[src/alu_pkg.sv]
package alu_pkg;

	// datapath and flag widths
	localparam int DATA_W = 16;
	localparam int FLAG_W = 3;

	// bit positions inside the flag register
	localparam int FLAG_Z = 0;	// zero
	localparam int FLAG_V = 1;	// signed overflow
	localparam int FLAG_N = 2;	// negative

	//////////////////////////////////////////////////
	// opcode encoding
	//////////////////////////////////////////////////
	// bit 3 set means memory or byte load
	// codes 12..15 are not listed and fall through to llb
	typedef enum logic [3:0] {
		ADD    = 4'd0,	// saturating add
		SUB    = 4'd1,	// saturating subtract
		XOR    = 4'd2,
		RED    = 4'd3,	// byte reduction
		SLL    = 4'd4,	// shift left logical
		SRA    = 4'd5,	// shift right arithmetic
		ROR    = 4'd6,	// rotate right
		PADDSB = 4'd7,	// nibble add, saturating
		LW     = 4'd8,	// load word address
		SW     = 4'd9,	// store word address
		LHB    = 4'd10,	// load high byte
		LLB    = 4'd11	// load low byte
	} alu_op_e;

endpackage

[src/alu_adder.sv]
`timescale 1ns/10ps

module alu_adder import alu_pkg::*; (
	input  logic              mode_i,	// 1 = subtract
	input  logic [DATA_W-1:0] a_i,
	input  logic [DATA_W-1:0] b_i,
	input  logic              sat_i,	// clamp on signed overflow
	output logic [DATA_W-1:0] sum_o,
	output logic              n_o,
	output logic              v_o,
	output logic              z_o
);

	logic [DATA_W-1:0] b_eff;	// b or its complement
	logic [DATA_W-1:0] raw_sum;	// unclamped two's complement result
	logic              ovf;

	// subtract is a + ~b + 1
	assign b_eff = mode_i ? ~b_i : b_i;
	assign raw_sum = a_i + b_eff + {{(DATA_W-1){1'b0}}, mode_i};

	// overflow when both addends share a sign and the sum does not
	assign ovf = (a_i[DATA_W-1] == b_eff[DATA_W-1]) &&
		(raw_sum[DATA_W-1] != a_i[DATA_W-1]);

	//////////////////////////////////////////////////
	// saturation
	//////////////////////////////////////////////////
	always_comb begin
		sum_o = raw_sum;
		if (sat_i && ovf) begin
			// sign of a tells which rail was crossed
			if (a_i[DATA_W-1])
				sum_o = {1'b1, {(DATA_W-1){1'b0}}};	// most negative
			else
				sum_o = {1'b0, {(DATA_W-1){1'b1}}};	// most positive
		end
	end

	// flags
	assign v_o = ovf;	// reported before clamping
	assign n_o = sum_o[DATA_W-1];	// sign of what leaves
	assign z_o = (sum_o == '0);

endmodule

[src/alu_shifter.sv]
`timescale 1ns/10ps

module alu_shifter import alu_pkg::*; (
	input  logic [1:0]        mode_i,	// 0 sll, 1 sra, 2/3 ror
	input  logic [DATA_W-1:0] data_i,
	input  logic [3:0]        amount_i,	// 0..15 places
	output logic [DATA_W-1:0] data_o
);

	// stage[k] is the value after the first k log stages
	logic [DATA_W-1:0] stage [0:4];

	assign stage[0] = data_i;

	//////////////////////////////////////////////////
	// log stages of 1, 2, 4 and 8 places
	//////////////////////////////////////////////////
	genvar k;
	for (k = 0; k < 4; k++) begin : g_stage
		logic [DATA_W-1:0] shifted;	// this stage's fixed shift

		always_comb begin
			case (mode_i)
				2'd0: begin
					shifted = stage[k] << (2**k);	// zero fill from the right
				end
				2'd1: begin
					// sign fill from the left
					shifted = $signed(stage[k]) >>> (2**k);
				end
				default: begin
					// low bits wrap round to the top
					shifted = {stage[k][(2**k)-1:0], stage[k][DATA_W-1:(2**k)]};
				end
			endcase
		end

		// stage only acts when its amount bit is set
		assign stage[k+1] = amount_i[k] ? shifted : stage[k];
	end

	assign data_o = stage[4];

endmodule

[src/alu_simd.sv]
`timescale 1ns/10ps

module alu_simd import alu_pkg::*; (
	input  logic [DATA_W-1:0] a_i,
	input  logic [DATA_W-1:0] b_i,
	output logic [DATA_W-1:0] red_o,	// sum of four signed bytes
	output logic [DATA_W-1:0] paddsb_o	// four saturated nibble sums
);

	//////////////////////////////////////////////////
	// byte reduction
	//////////////////////////////////////////////////
	logic [9:0] a_hi, a_lo, b_hi, b_lo;	// bytes sign extended to 10 bits
	logic [9:0] red_sum;

	assign a_hi = {{2{a_i[15]}}, a_i[15:8]};
	assign a_lo = {{2{a_i[7]}}, a_i[7:0]};
	assign b_hi = {{2{b_i[15]}}, b_i[15:8]};
	assign b_lo = {{2{b_i[7]}}, b_i[7:0]};

	// four 8-bit values never overflow 10 bits
	assign red_sum = a_hi + a_lo + b_hi + b_lo;
	assign red_o = {{(DATA_W-10){red_sum[9]}}, red_sum};

	//////////////////////////////////////////////////
	// nibble-wise saturating add
	//////////////////////////////////////////////////
	genvar n;
	for (n = 0; n < 4; n++) begin : g_lane
		logic [4:0] lane_sum;	// one guard bit above the nibble

		assign lane_sum = {a_i[4*n+3], a_i[4*n +: 4]} + {b_i[4*n+3], b_i[4*n +: 4]};

		always_comb begin
			// guard and sign disagree on overflow
			if (lane_sum[4] != lane_sum[3]) begin
				if (lane_sum[4])
					paddsb_o[4*n +: 4] = 4'h8;	// clamp at -8
				else
					paddsb_o[4*n +: 4] = 4'h7;	// clamp at +7
			end else begin
				paddsb_o[4*n +: 4] = lane_sum[3:0];
			end
		end
	end

endmodule

[src/alu_execute_stage.sv]
`timescale 1ns/10ps

module alu_execute_stage import alu_pkg::*; (
	input  logic              clk,
	input  logic              reset_i,
	// upstream handshake
	input  logic              in_valid_i,
	output logic              in_ready_o,
	input  alu_op_e           opcode_i,
	input  logic [DATA_W-1:0] a_i,	// first operand or base address
	input  logic [DATA_W-1:0] b_i,	// second operand, shift amount or offset
	// towards the flag stage
	output logic              ex_valid_o,
	input  logic              ex_ready_i,
	output logic [DATA_W-1:0] ex_result_o,
	output logic [FLAG_W-1:0] ex_flag_cand_o,	// new flag values
	output logic [FLAG_W-1:0] ex_flag_we_o	// which flags to write
);

	logic              is_mem;	// lw or sw
	logic              is_arith;	// add or sub
	logic [DATA_W-1:0] add_a, add_b;
	logic [DATA_W-1:0] add_sum, shift_out, red_out, paddsb_out;
	logic              add_n, add_v;
	logic [DATA_W-1:0] result;
	logic [FLAG_W-1:0] flag_cand, flag_we;

	assign is_mem = (opcode_i == LW) || (opcode_i == SW);
	assign is_arith = (opcode_i == ADD) || (opcode_i == SUB);

	// addresses are word aligned and the offset is stored doubled
	assign add_a = is_mem ? {a_i[DATA_W-1:1], 1'b0} : a_i;
	assign add_b = is_mem ? (b_i >> 1) : b_i;

	alu_adder i_adder (
		.mode_i (opcode_i == SUB),
		.a_i    (add_a),
		.b_i    (add_b),
		.sat_i  (is_arith),	// address math wraps
		.sum_o  (add_sum),
		.n_o    (add_n),
		.v_o    (add_v),
		.z_o    ()
	);

	alu_shifter i_shifter (.mode_i(opcode_i[1:0]), .data_i(a_i), .amount_i(b_i[3:0]),
		.data_o(shift_out));

	alu_simd i_simd (.a_i(a_i), .b_i(b_i), .red_o(red_out), .paddsb_o(paddsb_out));

	//////////////////////////////////////////////////
	// result select
	//////////////////////////////////////////////////
	always_comb begin
		case (opcode_i)
			ADD, SUB, LW, SW: result = add_sum;
			PADDSB:           result = paddsb_out;
			SLL, SRA, ROR:    result = shift_out;
			RED:              result = red_out;
			XOR:              result = a_i ^ b_i;
			LHB:              result = {b_i[7:0], a_i[7:0]};
			default:          result = {a_i[15:8], b_i[7:0]};	// llb and spare codes
		endcase
	end

	// flag candidates
	assign flag_cand[FLAG_Z] = (result == '0);
	assign flag_cand[FLAG_V] = add_v;
	assign flag_cand[FLAG_N] = add_n;

	// z for low opcodes bar the lane ops
	assign flag_we[FLAG_Z] = ~(opcode_i[3] | (opcode_i == RED) | (opcode_i == PADDSB));
	assign flag_we[FLAG_V] = is_arith;	// v and n only for add and sub
	assign flag_we[FLAG_N] = is_arith;

	//////////////////////////////////////////////////
	// stage register
	//////////////////////////////////////////////////
	assign in_ready_o = ~ex_valid_o | ex_ready_i;	// empty or draining

	always_ff @(posedge clk) begin
		if (reset_i)
			ex_valid_o <= 1'b0;
		else if (in_ready_o)
			ex_valid_o <= in_valid_i;
	end

	always_ff @(posedge clk) begin
		if (in_valid_i && in_ready_o) begin	// payload only on accept
			ex_result_o    <= result;
			ex_flag_cand_o <= flag_cand;
			ex_flag_we_o   <= flag_we;
		end
	end

endmodule

[src/alu_flag_stage.sv]
`timescale 1ns/10ps

module alu_flag_stage import alu_pkg::*; (
	input  logic              clk,
	input  logic              reset_i,
	// from the execute stage
	input  logic              ex_valid_i,
	output logic              ex_ready_o,
	input  logic [DATA_W-1:0] ex_result_i,
	input  logic [FLAG_W-1:0] ex_flag_cand_i,
	input  logic [FLAG_W-1:0] ex_flag_we_i,
	// downstream handshake
	output logic              out_valid_o,
	input  logic              out_ready_i,
	output logic [DATA_W-1:0] result_o,
	output logic [FLAG_W-1:0] flag_o	// flag register contents
);

	logic              ex_take;	// item moves in this cycle
	logic [FLAG_W-1:0] flag_q;
	logic [FLAG_W-1:0] flag_d;

	// ready when empty or when the consumer takes the current item
	assign ex_ready_o = ~out_valid_o | out_ready_i;
	assign ex_take = ex_valid_i & ex_ready_o;

	//////////////////////////////////////////////////
	// flag register
	//////////////////////////////////////////////////
	// each bit keeps its old value unless its enable is set
	always_comb begin
		for (int i = 0; i < FLAG_W; i++) begin
			flag_d[i] = ex_flag_we_i[i] ? ex_flag_cand_i[i] : flag_q[i];
		end
	end

	always_ff @(posedge clk) begin
		if (reset_i)
			flag_q <= '0;
		else if (ex_take)
			flag_q <= flag_d;	// same edge as the result
	end

	assign flag_o = flag_q;

	//////////////////////////////////////////////////
	// output register
	//////////////////////////////////////////////////
	always_ff @(posedge clk) begin
		if (reset_i) begin
			out_valid_o <= 1'b0;
			result_o    <= '0;
		end else begin
			if (ex_ready_o)
				out_valid_o <= ex_valid_i;	// drops when nothing follows
			if (ex_take)
				result_o <= ex_result_i;	// held while stalled
		end
	end

endmodule

[src/alu_pipe_top.sv]
`timescale 1ns/10ps

module alu_pipe_top import alu_pkg::*; (
	input  logic              clk,
	input  logic              reset_i,	// synchronous, active high
	// operation input
	input  logic              in_valid_i,
	output logic              in_ready_o,
	input  alu_op_e           opcode_i,
	input  logic [DATA_W-1:0] a_i,
	input  logic [DATA_W-1:0] b_i,
	// result output
	output logic              out_valid_o,
	input  logic              out_ready_i,
	output logic [DATA_W-1:0] result_o,
	output logic [FLAG_W-1:0] flag_o	// n, v, z after this result
);

	//////////////////////////////////////////////////
	// stage 1 to stage 2
	//////////////////////////////////////////////////
	logic              ex_valid;
	logic              ex_ready;
	logic [DATA_W-1:0] ex_result;
	logic [FLAG_W-1:0] ex_flag_cand;
	logic [FLAG_W-1:0] ex_flag_we;

	// stage 1, compute and register
	alu_execute_stage i_execute (
		.clk            (clk),
		.reset_i        (reset_i),
		.in_valid_i     (in_valid_i),
		.in_ready_o     (in_ready_o),
		.opcode_i       (opcode_i),
		.a_i            (a_i),
		.b_i            (b_i),
		.ex_valid_o     (ex_valid),
		.ex_ready_i     (ex_ready),
		.ex_result_o    (ex_result),
		.ex_flag_cand_o (ex_flag_cand),
		.ex_flag_we_o   (ex_flag_we)
	);

	// stage 2, flags and output
	alu_flag_stage i_flag (
		.clk            (clk),
		.reset_i        (reset_i),
		.ex_valid_i     (ex_valid),
		.ex_ready_o     (ex_ready),
		.ex_result_i    (ex_result),
		.ex_flag_cand_i (ex_flag_cand),
		.ex_flag_we_i   (ex_flag_we),
		.out_valid_o    (out_valid_o),
		.out_ready_i    (out_ready_i),
		.result_o       (result_o),
		.flag_o         (flag_o)
	);

endmodule

[config.mk]
export PLATFORM = sky130hd
export DESIGN_NAME = alu_pipe_top
export DESIGN_NICKNAME = d
export VERILOG_FILES = /design/src/alu_pkg.sv /design/src/alu_adder.sv /design/src/alu_shifter.sv /design/src/alu_simd.sv /design/src/alu_execute_stage.sv /design/src/alu_flag_stage.sv /design/src/alu_pipe_top.sv
export SDC_FILE = /design/constraint.sdc
export NUM_CORES = 1
export LEC_CHECK = 0
export BUFFER_PORTS_ARGS = -buffer_cell sky130_fd_sc_hd__buf_2
export CAP_MARGIN = 15
export CORE_ASPECT_RATIO = 2
export CORE_UTILIZATION = 33
export CTS_CLUSTER_SIZE = 8
export DETAILED_ROUTE_END_ITERATION = 10
export GPL_TIMING_DRIVEN = 0
export HOLD_SLACK_MARGIN = 0.08
export SLEW_MARGIN = 10
export SYNTH_ARGS = -nofsm -noshare
export SYNTH_HDL_FRONTEND = slang
export SYNTH_SLANG_ARGS = --single-unit
[constraint.sdc]
create_clock -name clk -period 7.3 [get_ports clk]
set_input_delay 0.73 -clock clk [delete_from_list [all_inputs] [get_ports clk]]
set_output_delay 0.73 -clock clk [all_outputs]
set_load 0.05 [all_outputs]
==> results of run 1 <==
power breakdown:
part	internal, mW	total, mW	switching, mW
Combinational	0.248	0.717	0.469
Clock	0.127	0.210	0.0836
Sequential	0.274	0.281	0.00676
state kept, by name, summed over array words and instances (netlist names):
register,count
i_execute.ex_result_o,16
i_execute.ex_valid_o,1
i_execute.ex_flag_cand_o,3
i_flag.flag_o,3
i_flag.result_o,16
i_flag.out_valid_o,1
i_execute.ex_flag_we_o,2
layout by cell type (no fill, tap or decap), drive strengths merged, types with 18 or more instances in the layout:
| cell type | netlist | routed |
|---|---|---|
| nand2 | 113 | 113 |
| nor2 | 83 | 83 |
| a21oi | 80 | 80 |
| o21ai | 80 | 80 |
| buf | 14 | 75 |
| clkbuf | 48 | 54 |
| ha | 45 | 45 |
| xnor2 | 29 | 29 |
| inv | 28 | 28 |
| mux2i | 26 | 26 |
| fa | 22 | 22 |
| edfxtp | 21 | 21 |
| dfxtp | 21 | 21 |
| nand3 | 18 | 18 |
cells by family (layout without fill, tap and decap cells):
logic type | after synthesis | after routing | share of synthesized area
compound gates | 313 | 313 | 0.307
buf+inv | 93 | 163 | 0.0547
flops | 42 | 42 | 0.155
simple gates | 322 | 322 | 0.230
mux | 33 | 33 | 0.0551
xor+xnor | 39 | 39 | 0.0504
fa+ha+maj | 67 | 67 | 0.148
worst min-delay path: cells and delay by family (launching register included):
| kind | cells | cell delay (ns) |
|---|---|---|
| and+or+nand+nor | 1 | 0.05 |
| DFF | 1 | 0.31 |
| AOI/OAI and AO/OA | 1 | 0.05 |
cell type report:
type                    count  share of cell area
multi-input cells         774               0.708
flip-flops and latches     42               0.139
well taps                 262              0.0434
repair buffers             62              0.0419
plain buffers              62              0.0336
clock buffers               6              0.0171
inverters                  31              0.0154
clock inverters             2             0.00182
through the flow:
step	utilization	area, um^2	setup slack [ns]	hold slack [ns]	total power [mW]
6_report	0.378	7560	0.666	0.449	1.21
3_3_place_gp	0.370	7390	0.266	0.439	0.975
4_1_cts	0.377	7540	0.509	0.451	1.19
3_5_place_dp	0.370	7400	0.247	0.443	0.976
2_1_floorplan	-	6770	1.88	0.471	0.749
5_1_grt	0.378	7560	0.0954	0.474	1.28
final timing paths:
kind | from | end | slack, ns | depth (start not counted)
max | opcode_i[1] | i_execute.ex_flag_cand_o[0] | 0.67 | 20
min | i_flag.result_o[0] | i_flag.result_o[0] | 0.45 | 2
min reg2reg | i_flag.result_o[0] | i_flag.result_o[0] | 0.45 | 2
max reg2reg | i_flag.out_valid_o | i_flag.result_o[13] | 5.58 | 6
routing by layer:
metal | vias up | part of all wire
li1 | 3525 | -
met1 | 3745 | 0.32
met2 | 449 | 0.49
met3 | 219 | 0.062
met4 | 2 | 0.13
met5 | - | 0.00037
==> out/summary.json, run 1 <==
{
  "status": {"value": "finished clean"},
  "grt-ovfl-total": {"value": 0},
  "drive_gt1_frac": {"value": 0.106},
  "clock_insertion_delay_worst_skew": {"value": 0.28, "unit": "ns"},
  "synth-edff-count": {"value": 21},
  "fp.dieW": {"value": 103, "unit": "um"},
  "met2_routing_resource_usage_after_global_routing": {"value": 0.598},
  "finalSetupViolations": {"value": 0},
  "most_frequently_used_cell_type_in_the_post_synthesis_netlist": {"value": "sky130_fd_sc_hd__nand2_1"},
  "ys_ff_latch": {"value": 42},
  "clock-sinks": {"value": 42},
  "antenna_violations_before_repair": {"value": 3},
  "tritoncts": {"value": "built"},
  "drv.max_cap_violation_count": {"value": 0},
  "groute.layer.met1.usage": {"value": 0.328},
  "globalRouteMet3Util": {"value": 0.0624},
  "synthTopCellsByCount": {"value": "sky130_fd_sc_hd__nand2_1 (113), sky130_fd_sc_hd__nor2_1 (83), sky130_fd_sc_hd__a21oi_1 (79)"},
  "synth.yosys.seq_area_share": {"value": 0.155},
  "htree_levels": {"value": 2},
  "grt_max_degree": {"value": 22},
  "wire_per_inst": {"value": 28.6, "unit": "um"},
  "cts_hold_repair.buffers": {"value": 0},
  "average_cell_area_after_synthesis": {"value": 7.45, "unit": "um^2"},
  "total_number_of_vias": {"value": 7940},
  "syn-cell-area": {"value": 0.00677, "unit": "mm^2"},
  "fin_setup_tns": {"value": 0, "unit": "ns"},
  "power_per_cell_area": {"value": 160, "unit": "mW/mm^2"},
  "cp_data_required_time": {"value": 7.32, "unit": "ns"},
  "netlist.top_cell.by_area": {"value": "sky130_fd_sc_hd__edfxtp_1"},
  "multi_input_area": {"value": 0.00535, "unit": "mm^2"},
  "cpLargestDelayFamily": {"value": "compound AO/OA/AOI/OAI gates"},
  "grt_first_pass_wirelength": {"value": 52000, "unit": "um"},
  "grtUsageTotal": {"value": 0.348},
  "filler_cell_count": {"value": 2165},
  "synthesis.yosys.warnings": {"value": 0},
  "peakVddDrop": {"value": 116, "unit": "uV"},
  "min_path_type": {"value": "register to register"},
  "gp_routability_congestion": {"value": 1.01},
  "core_area": {"value": 0.0200, "unit": "mm^2"},
  "timing.critical_path.slowest_stage_cell": {"value": "sky130_fd_sc_hd__nor3_1"},
  "drcViolationCount": {"value": 0},
  "fp.dieArea": {"value": 0.0211, "unit": "mm^2"},
  "clockRootBuffer": {"value": "sky130_fd_sc_hd__clkbuf_16"},
  "num_rows": {"value": 73},
  "cellLeakagePower": {"value": 2.91, "unit": "nW"},
  "crit_chain": {"value": "buf_2 -> buf_2 -> clkbuf_1 -> or2_2 -> clkbuf_1 -> nor3_1 -> buf_2 -> xnor2_1 -> ha_1 -> a21oi_1 -> nor2_1 -> a211oi_1 -> o211ai_4 -> and2_1 -> buf_4 -> o31ai_2 -> o21ai_0 -> a41oi_1 -> nor4_1 -> and4bb_1"},
  "die_h": {"value": 205, "unit": "um"},
  "critPathBufInv": {"value": 6},
  "post-route-min-period": {"value": 6.63, "unit": "ns"},
  "final_hold_violation_count": {"value": 0},
  "cts.path.max_buffers": {"value": 2},
  "synth_async_sr_flop_share": {"value": 0},
  "postCtsSetupRepairBufs": {"value": 0},
  "min_period_over_period": {"value": 0.909},
  "syn2layout_area_growth": {"value": 11.6, "unit": "%"},
  "antenna-diode-count": {"value": 0},
  "startpoint_type": {"value": "input port"},
  "synth_ff_type": {"value": "sky130_fd_sc_hd__edfxtp_1"},
  "unrepaired_setup_endpoints_after_global_routing": {"value": "no"},
  "synthesis.nets": {"value": 1016},
  "grt_most_used_layer": {"value": "met2"},
  "worst_path_most_repeated_cell": {"value": "sky130_fd_sc_hd__buf_2"},
  "route.final.wire_length": {"value": 35500, "unit": "um"},
  "detail-route-antenna-nets": {"value": 0},
  "buffer_ports.inserted": {"value": 59},
  "hpwl": {"value": 27400, "unit": "um"},
  "clock.fmax": {"value": 151, "unit": "MHz"},
  "io-pin-count": {"value": 61},
  "criticalPathCategory": {"value": "input port to register"},
  "cp_capture_type": {"value": "register"},
  "transition_time_at_the_pin_with_the_least_slew_margin": {"value": 1.04, "unit": "ns"},
  "synth_largest_type_area_fraction": {"value": 0.0931},
  "worst_ep_arrival_time": {"value": 6.65, "unit": "ns"},
  "vias_per_cell": {"value": 6.40},
  "final_cells": {"value": 1241},
  "worst-path-max-fanout": {"value": 10},
  "worst_path_largest_cell_delay": {"value": 0.85, "unit": "ns"},
  "grt_pass1_vias": {"value": 8176},
  "sequential_cell_area": {"value": 0.00105, "unit": "mm^2"},
  "path_clk_slew": {"value": 0.06, "unit": "ns"},
  "floorplan.initialDensity": {"value": 0.339},
  "fin_worst_skew": {"value": 0.00674, "unit": "ns"},
  "finalNetCount": {"value": 1085},
  "drt-initial-drc-count": {"value": 532},
  "report.final.slew_viol_count": {"value": 0},
  "worst_slew_margin_rel": {"value": 0.299},
  "dp_cells": {"value": 1231},
  "cts.repair.resized": {"value": 0},
  "cts-buffers-inserted": {"value": 5},
  "post_synth_main_area_contributors": {"value": "sky130_fd_sc_hd__edfxtp_1 (9.3%), sky130_fd_sc_hd__ha_1 (8.3%), sky130_fd_sc_hd__fa_1 (6.5%)"},
  "syn_inst": {"value": 909},
  "synthDistinctLibCells": {"value": 83},
  "drtPass1Iterations": {"value": 5}
}
(Power assumes the default switching activity.)
==> run 2: changes to the inputs <==
--- a/config.mk
+++ b/config.mk
@@ -13,6 +13,7 @@
 export DETAILED_ROUTE_END_ITERATION = 10
 export GPL_TIMING_DRIVEN = 0
 export HOLD_SLACK_MARGIN = 0.08
+export REMOVE_ABC_BUFFERS = 1
 export SLEW_MARGIN = 10
 export SYNTH_ARGS = -nofsm -noshare
 export SYNTH_HDL_FRONTEND = slang
==> run 2 against run 1 <==
  * Worst hold slack improved by 0.00065 ns
  * Wire length decreased by 22%
  * Largest cell class unchanged
  * Critical path type unchanged
  * Sequential power is essentially flat
==> out/summary.json, run 2 (synthesized netlist as in run 1, its figures left out) <==
{
  "cp_capture_type": {"value": "register"},
  "switching_share": {"value": 0.443},
  "largest_registers": {"value": "i_execute.ex_result_o (16), i_flag.result_o (16)"},
  "clockPowerShare": {"value": 0.179},
  "drv.max_cap_violation_count": {"value": 0},
  "mostFrequentLayoutCells": {"value": "sky130_fd_sc_hd__nand2_1 (113), sky130_fd_sc_hd__nor2_1 (82), sky130_fd_sc_hd__a21oi_1 (79)"},
  "min_period_over_period": {"value": 0.887},
  "hpwl": {"value": 21000, "unit": "um"},
  "net-switching-power": {"value": 508, "unit": "uW"},
  "worst-path-max-fanout": {"value": 51},
  "fp.dieArea": {"value": 0.0211, "unit": "mm^2"},
  "criticalPathCategory": {"value": "input port to register"},
  "worst_slew_margin_rel": {"value": 0.347},
  "dp_cells": {"value": 1173},
  "reg2reg_depth": {"value": 3},
  "mostFrequentLayoutCell": {"value": "sky130_fd_sc_hd__nand2_1"},
  "htree_levels": {"value": 2},
  "core_area": {"value": 0.0200, "unit": "mm^2"},
  "grt-ovfl-total": {"value": 0},
  "buffer_ports.inserted": {"value": 60},
  "total_power": {"value": 1.15, "unit": "mW"},
  "grtUsageTotal": {"value": 0.268},
  "postCtsSetupRepairBufs": {"value": 0},
  "worst_r2r_startpoint": {"value": "i_flag.out_valid_o"},
  "path_clk_slew": {"value": 0.06, "unit": "ns"},
  "grt_pass1_vias": {"value": 7248},
  "cp_data_required_time": {"value": 7.33, "unit": "ns"},
  "whs_path_depth": {"value": 2},
  "final_cells": {"value": 1182},
  "startpoint_type": {"value": "input port"},
  "final_critical_path_setup_slack": {"value": 0.828, "unit": "ns"},
  "total_number_of_vias": {"value": 7486},
  "worst_ep_arrival_time": {"value": 6.50, "unit": "ns"},
  "crit_chain": {"value": "buf_2 -> clkinv_1 -> nor3_2 -> xnor2_1 -> ha_1 -> a21oi_1 -> nor2_1 -> a211oi_1 -> o211ai_4 -> and2_1 -> o31ai_2 -> o21ai_0 -> a41oi_1 -> nor4_1 -> and4bb_1"},
  "clock-sinks": {"value": 42},
  "holdWs": {"value": 0.449, "unit": "ns"},
  "cts-buffers-inserted": {"value": 5},
  "cellLeakagePower": {"value": 2.83, "unit": "nW"},
  "transition_time_at_the_pin_with_the_least_slew_margin": {"value": 0.955, "unit": "ns"},
  "antenna-diode-count": {"value": 0},
  "unrepaired_setup_endpoints_after_global_routing": {"value": "no"},
  "cpLargestDelayFamily": {"value": "compound AO/OA/AOI/OAI gates"},
  "power_per_cell_area": {"value": 156, "unit": "mW/mm^2"},
  "hold_start": {"value": "i_flag.result_o[6]"},
  "die_h": {"value": 205, "unit": "um"},
  "tritoncts": {"value": "built"},
  "route.final.wire_length": {"value": 27500, "unit": "um"},
  "status": {"value": "finished clean"},
  "clock.fmax": {"value": 155, "unit": "MHz"},
  "worst_path_largest_cell_delay": {"value": 0.77, "unit": "ns"},
  "cts.path.max_buffers": {"value": 2},
  "part_of_the_power_in_registers": {"value": 0.245},
  "peakVddDrop": {"value": 114, "unit": "uV"},
  "grt_max_degree": {"value": 58},
  "gp_routability_congestion": {"value": 0.985},
  "post-route-min-period": {"value": 6.47, "unit": "ns"},
  "timing.hold.worst_endpoint": {"value": "i_flag.result_o[6]"},
  "syn2layout_area_growth": {"value": 8.68, "unit": "%"},
  "antenna_violations_before_repair": {"value": 0},
  "drcViolationCount": {"value": 0},
  "drt-initial-drc-count": {"value": 572},
  "post-place-ws": {"value": 0.679, "unit": "ns"},
  "finalNetCount": {"value": 1026},
  "vias_per_cell": {"value": 6.33},
  "num_rows": {"value": 73},
  "wire_per_inst": {"value": 23.3, "unit": "um"},
  "internal_power": {"value": 638, "unit": "uW"},
  "comb_power_share": {"value": 0.577},
  "grt_first_pass_wirelength": {"value": 41500, "unit": "um"},
  "setup.reg_to_reg.worst_slack": {"value": 5.65, "unit": "ns"},
  "fin_worst_skew": {"value": 0.00484, "unit": "ns"},
  "critPathBufInv": {"value": 2},
  "floorplan.initialDensity": {"value": 0.339},
  "clockRootBuffer": {"value": "sky130_fd_sc_hd__clkbuf_16"},
  "report.final.slew_viol_count": {"value": 0},
  "io-pin-count": {"value": 61},
  "fin_setup_tns": {"value": 0, "unit": "ns"},
  "timing.critical_path.slowest_stage_cell": {"value": "sky130_fd_sc_hd__nor3_2"},
  "drtPass1Iterations": {"value": 6},
  "final_hold_violation_count": {"value": 0},
  "cts_hold_repair.buffers": {"value": 0},
  "detail-route-antenna-nets": {"value": 0},
  "worst_r2r_endpoint": {"value": "i_execute.ex_result_o[2]"},
  "fp.dieW": {"value": 103, "unit": "um"},
  "clock_insertion_delay_worst_skew": {"value": 0.28, "unit": "ns"},
  "drive_gt1_frac": {"value": 0.110},
  "min_path_type": {"value": "register to register"},
  "finalSetupViolations": {"value": 0},
  "cts.repair.resized": {"value": 0}
}
run 2: cell count changes in the layout (fill, tap and decap cells not counted), moves of 2 or more:
cell / before / now
sky130_fd_sc_hd__clkbuf_1: 49 / 1
sky130_fd_sc_hd__buf_2: 68 / 62
sky130_fd_sc_hd__buf_1: 5 / 0
sky130_fd_sc_hd__buf_8: 0 / 2
run 2: worst reg2reg max path: cells and delay by family, from the launching register on:
family        cells  cell delay, ns
simple gates      3            0.95
flops             1            0.30
run 2: stage by stage:
| step | instance area, um^2 | util |
|---|---|---|
| 6_report | 7360 | 0.368 |
| 5_1_grt | 7360 | 0.368 |
| 4_1_cts | 7350 | 0.368 |
| 3_5_place_dp | 7220 | 0.361 |
| 3_3_place_gp | 7150 | 0.357 |
| 2_1_floorplan | 6520 | - |
run 2: routing by layer:
layer | up-vias | share of wire | global-route usage
met5 | - | 0 | 0
met4 | 0 | 0.092 | 0.212
met3 | 152 | 0.054 | 0.0345
met2 | 387 | 0.52 | 0.473
met1 | 3544 | 0.34 | 0.275
li1 | 3403 | - | -
run 2: worst max-delay path by stage:
stage | startpoint | to | slack [ns] | cells after the start
3_5_place_dp | opcode_i[0] | i_execute.ex_flag_cand_o[0] | 0.68 | 15
6_report | opcode_i[0] | i_execute.ex_flag_cand_o[0] | 0.83 | 15
3_3_place_gp | opcode_i[0] | i_execute.ex_flag_cand_o[0] | -0.78 | 15
2_1_floorplan | opcode_i[1] | i_execute.ex_flag_cand_o[0] | 1.69 | 14
5_1_grt | opcode_i[0] | i_execute.ex_flag_cand_o[0] | 0.42 | 15
4_1_cts | opcode_i[0] | i_execute.ex_flag_cand_o[0] | 0.95 | 15
run 2: power groups by stage:
stage                     clock (mW)  sequential [mW]  combinational (mW)
after floorplan                    0            0.305               0.416
after global placement             0            0.285               0.640
after detailed placement           0            0.285               0.649
after CTS                      0.211            0.281               0.652
after global routing           0.222            0.282               0.724
final                          0.205            0.280               0.661
run 2: cell type report:
type	instances	area [um^2]
Tap cell	262	328
Inverter	31	116
Sequential cell	42	1050
Multi-Input combinational cell	774	5370
Clock buffer	6	129
Fill cell	2124	12600
Timing Repair Buffer	65	360
Clock inverter	2	8.76
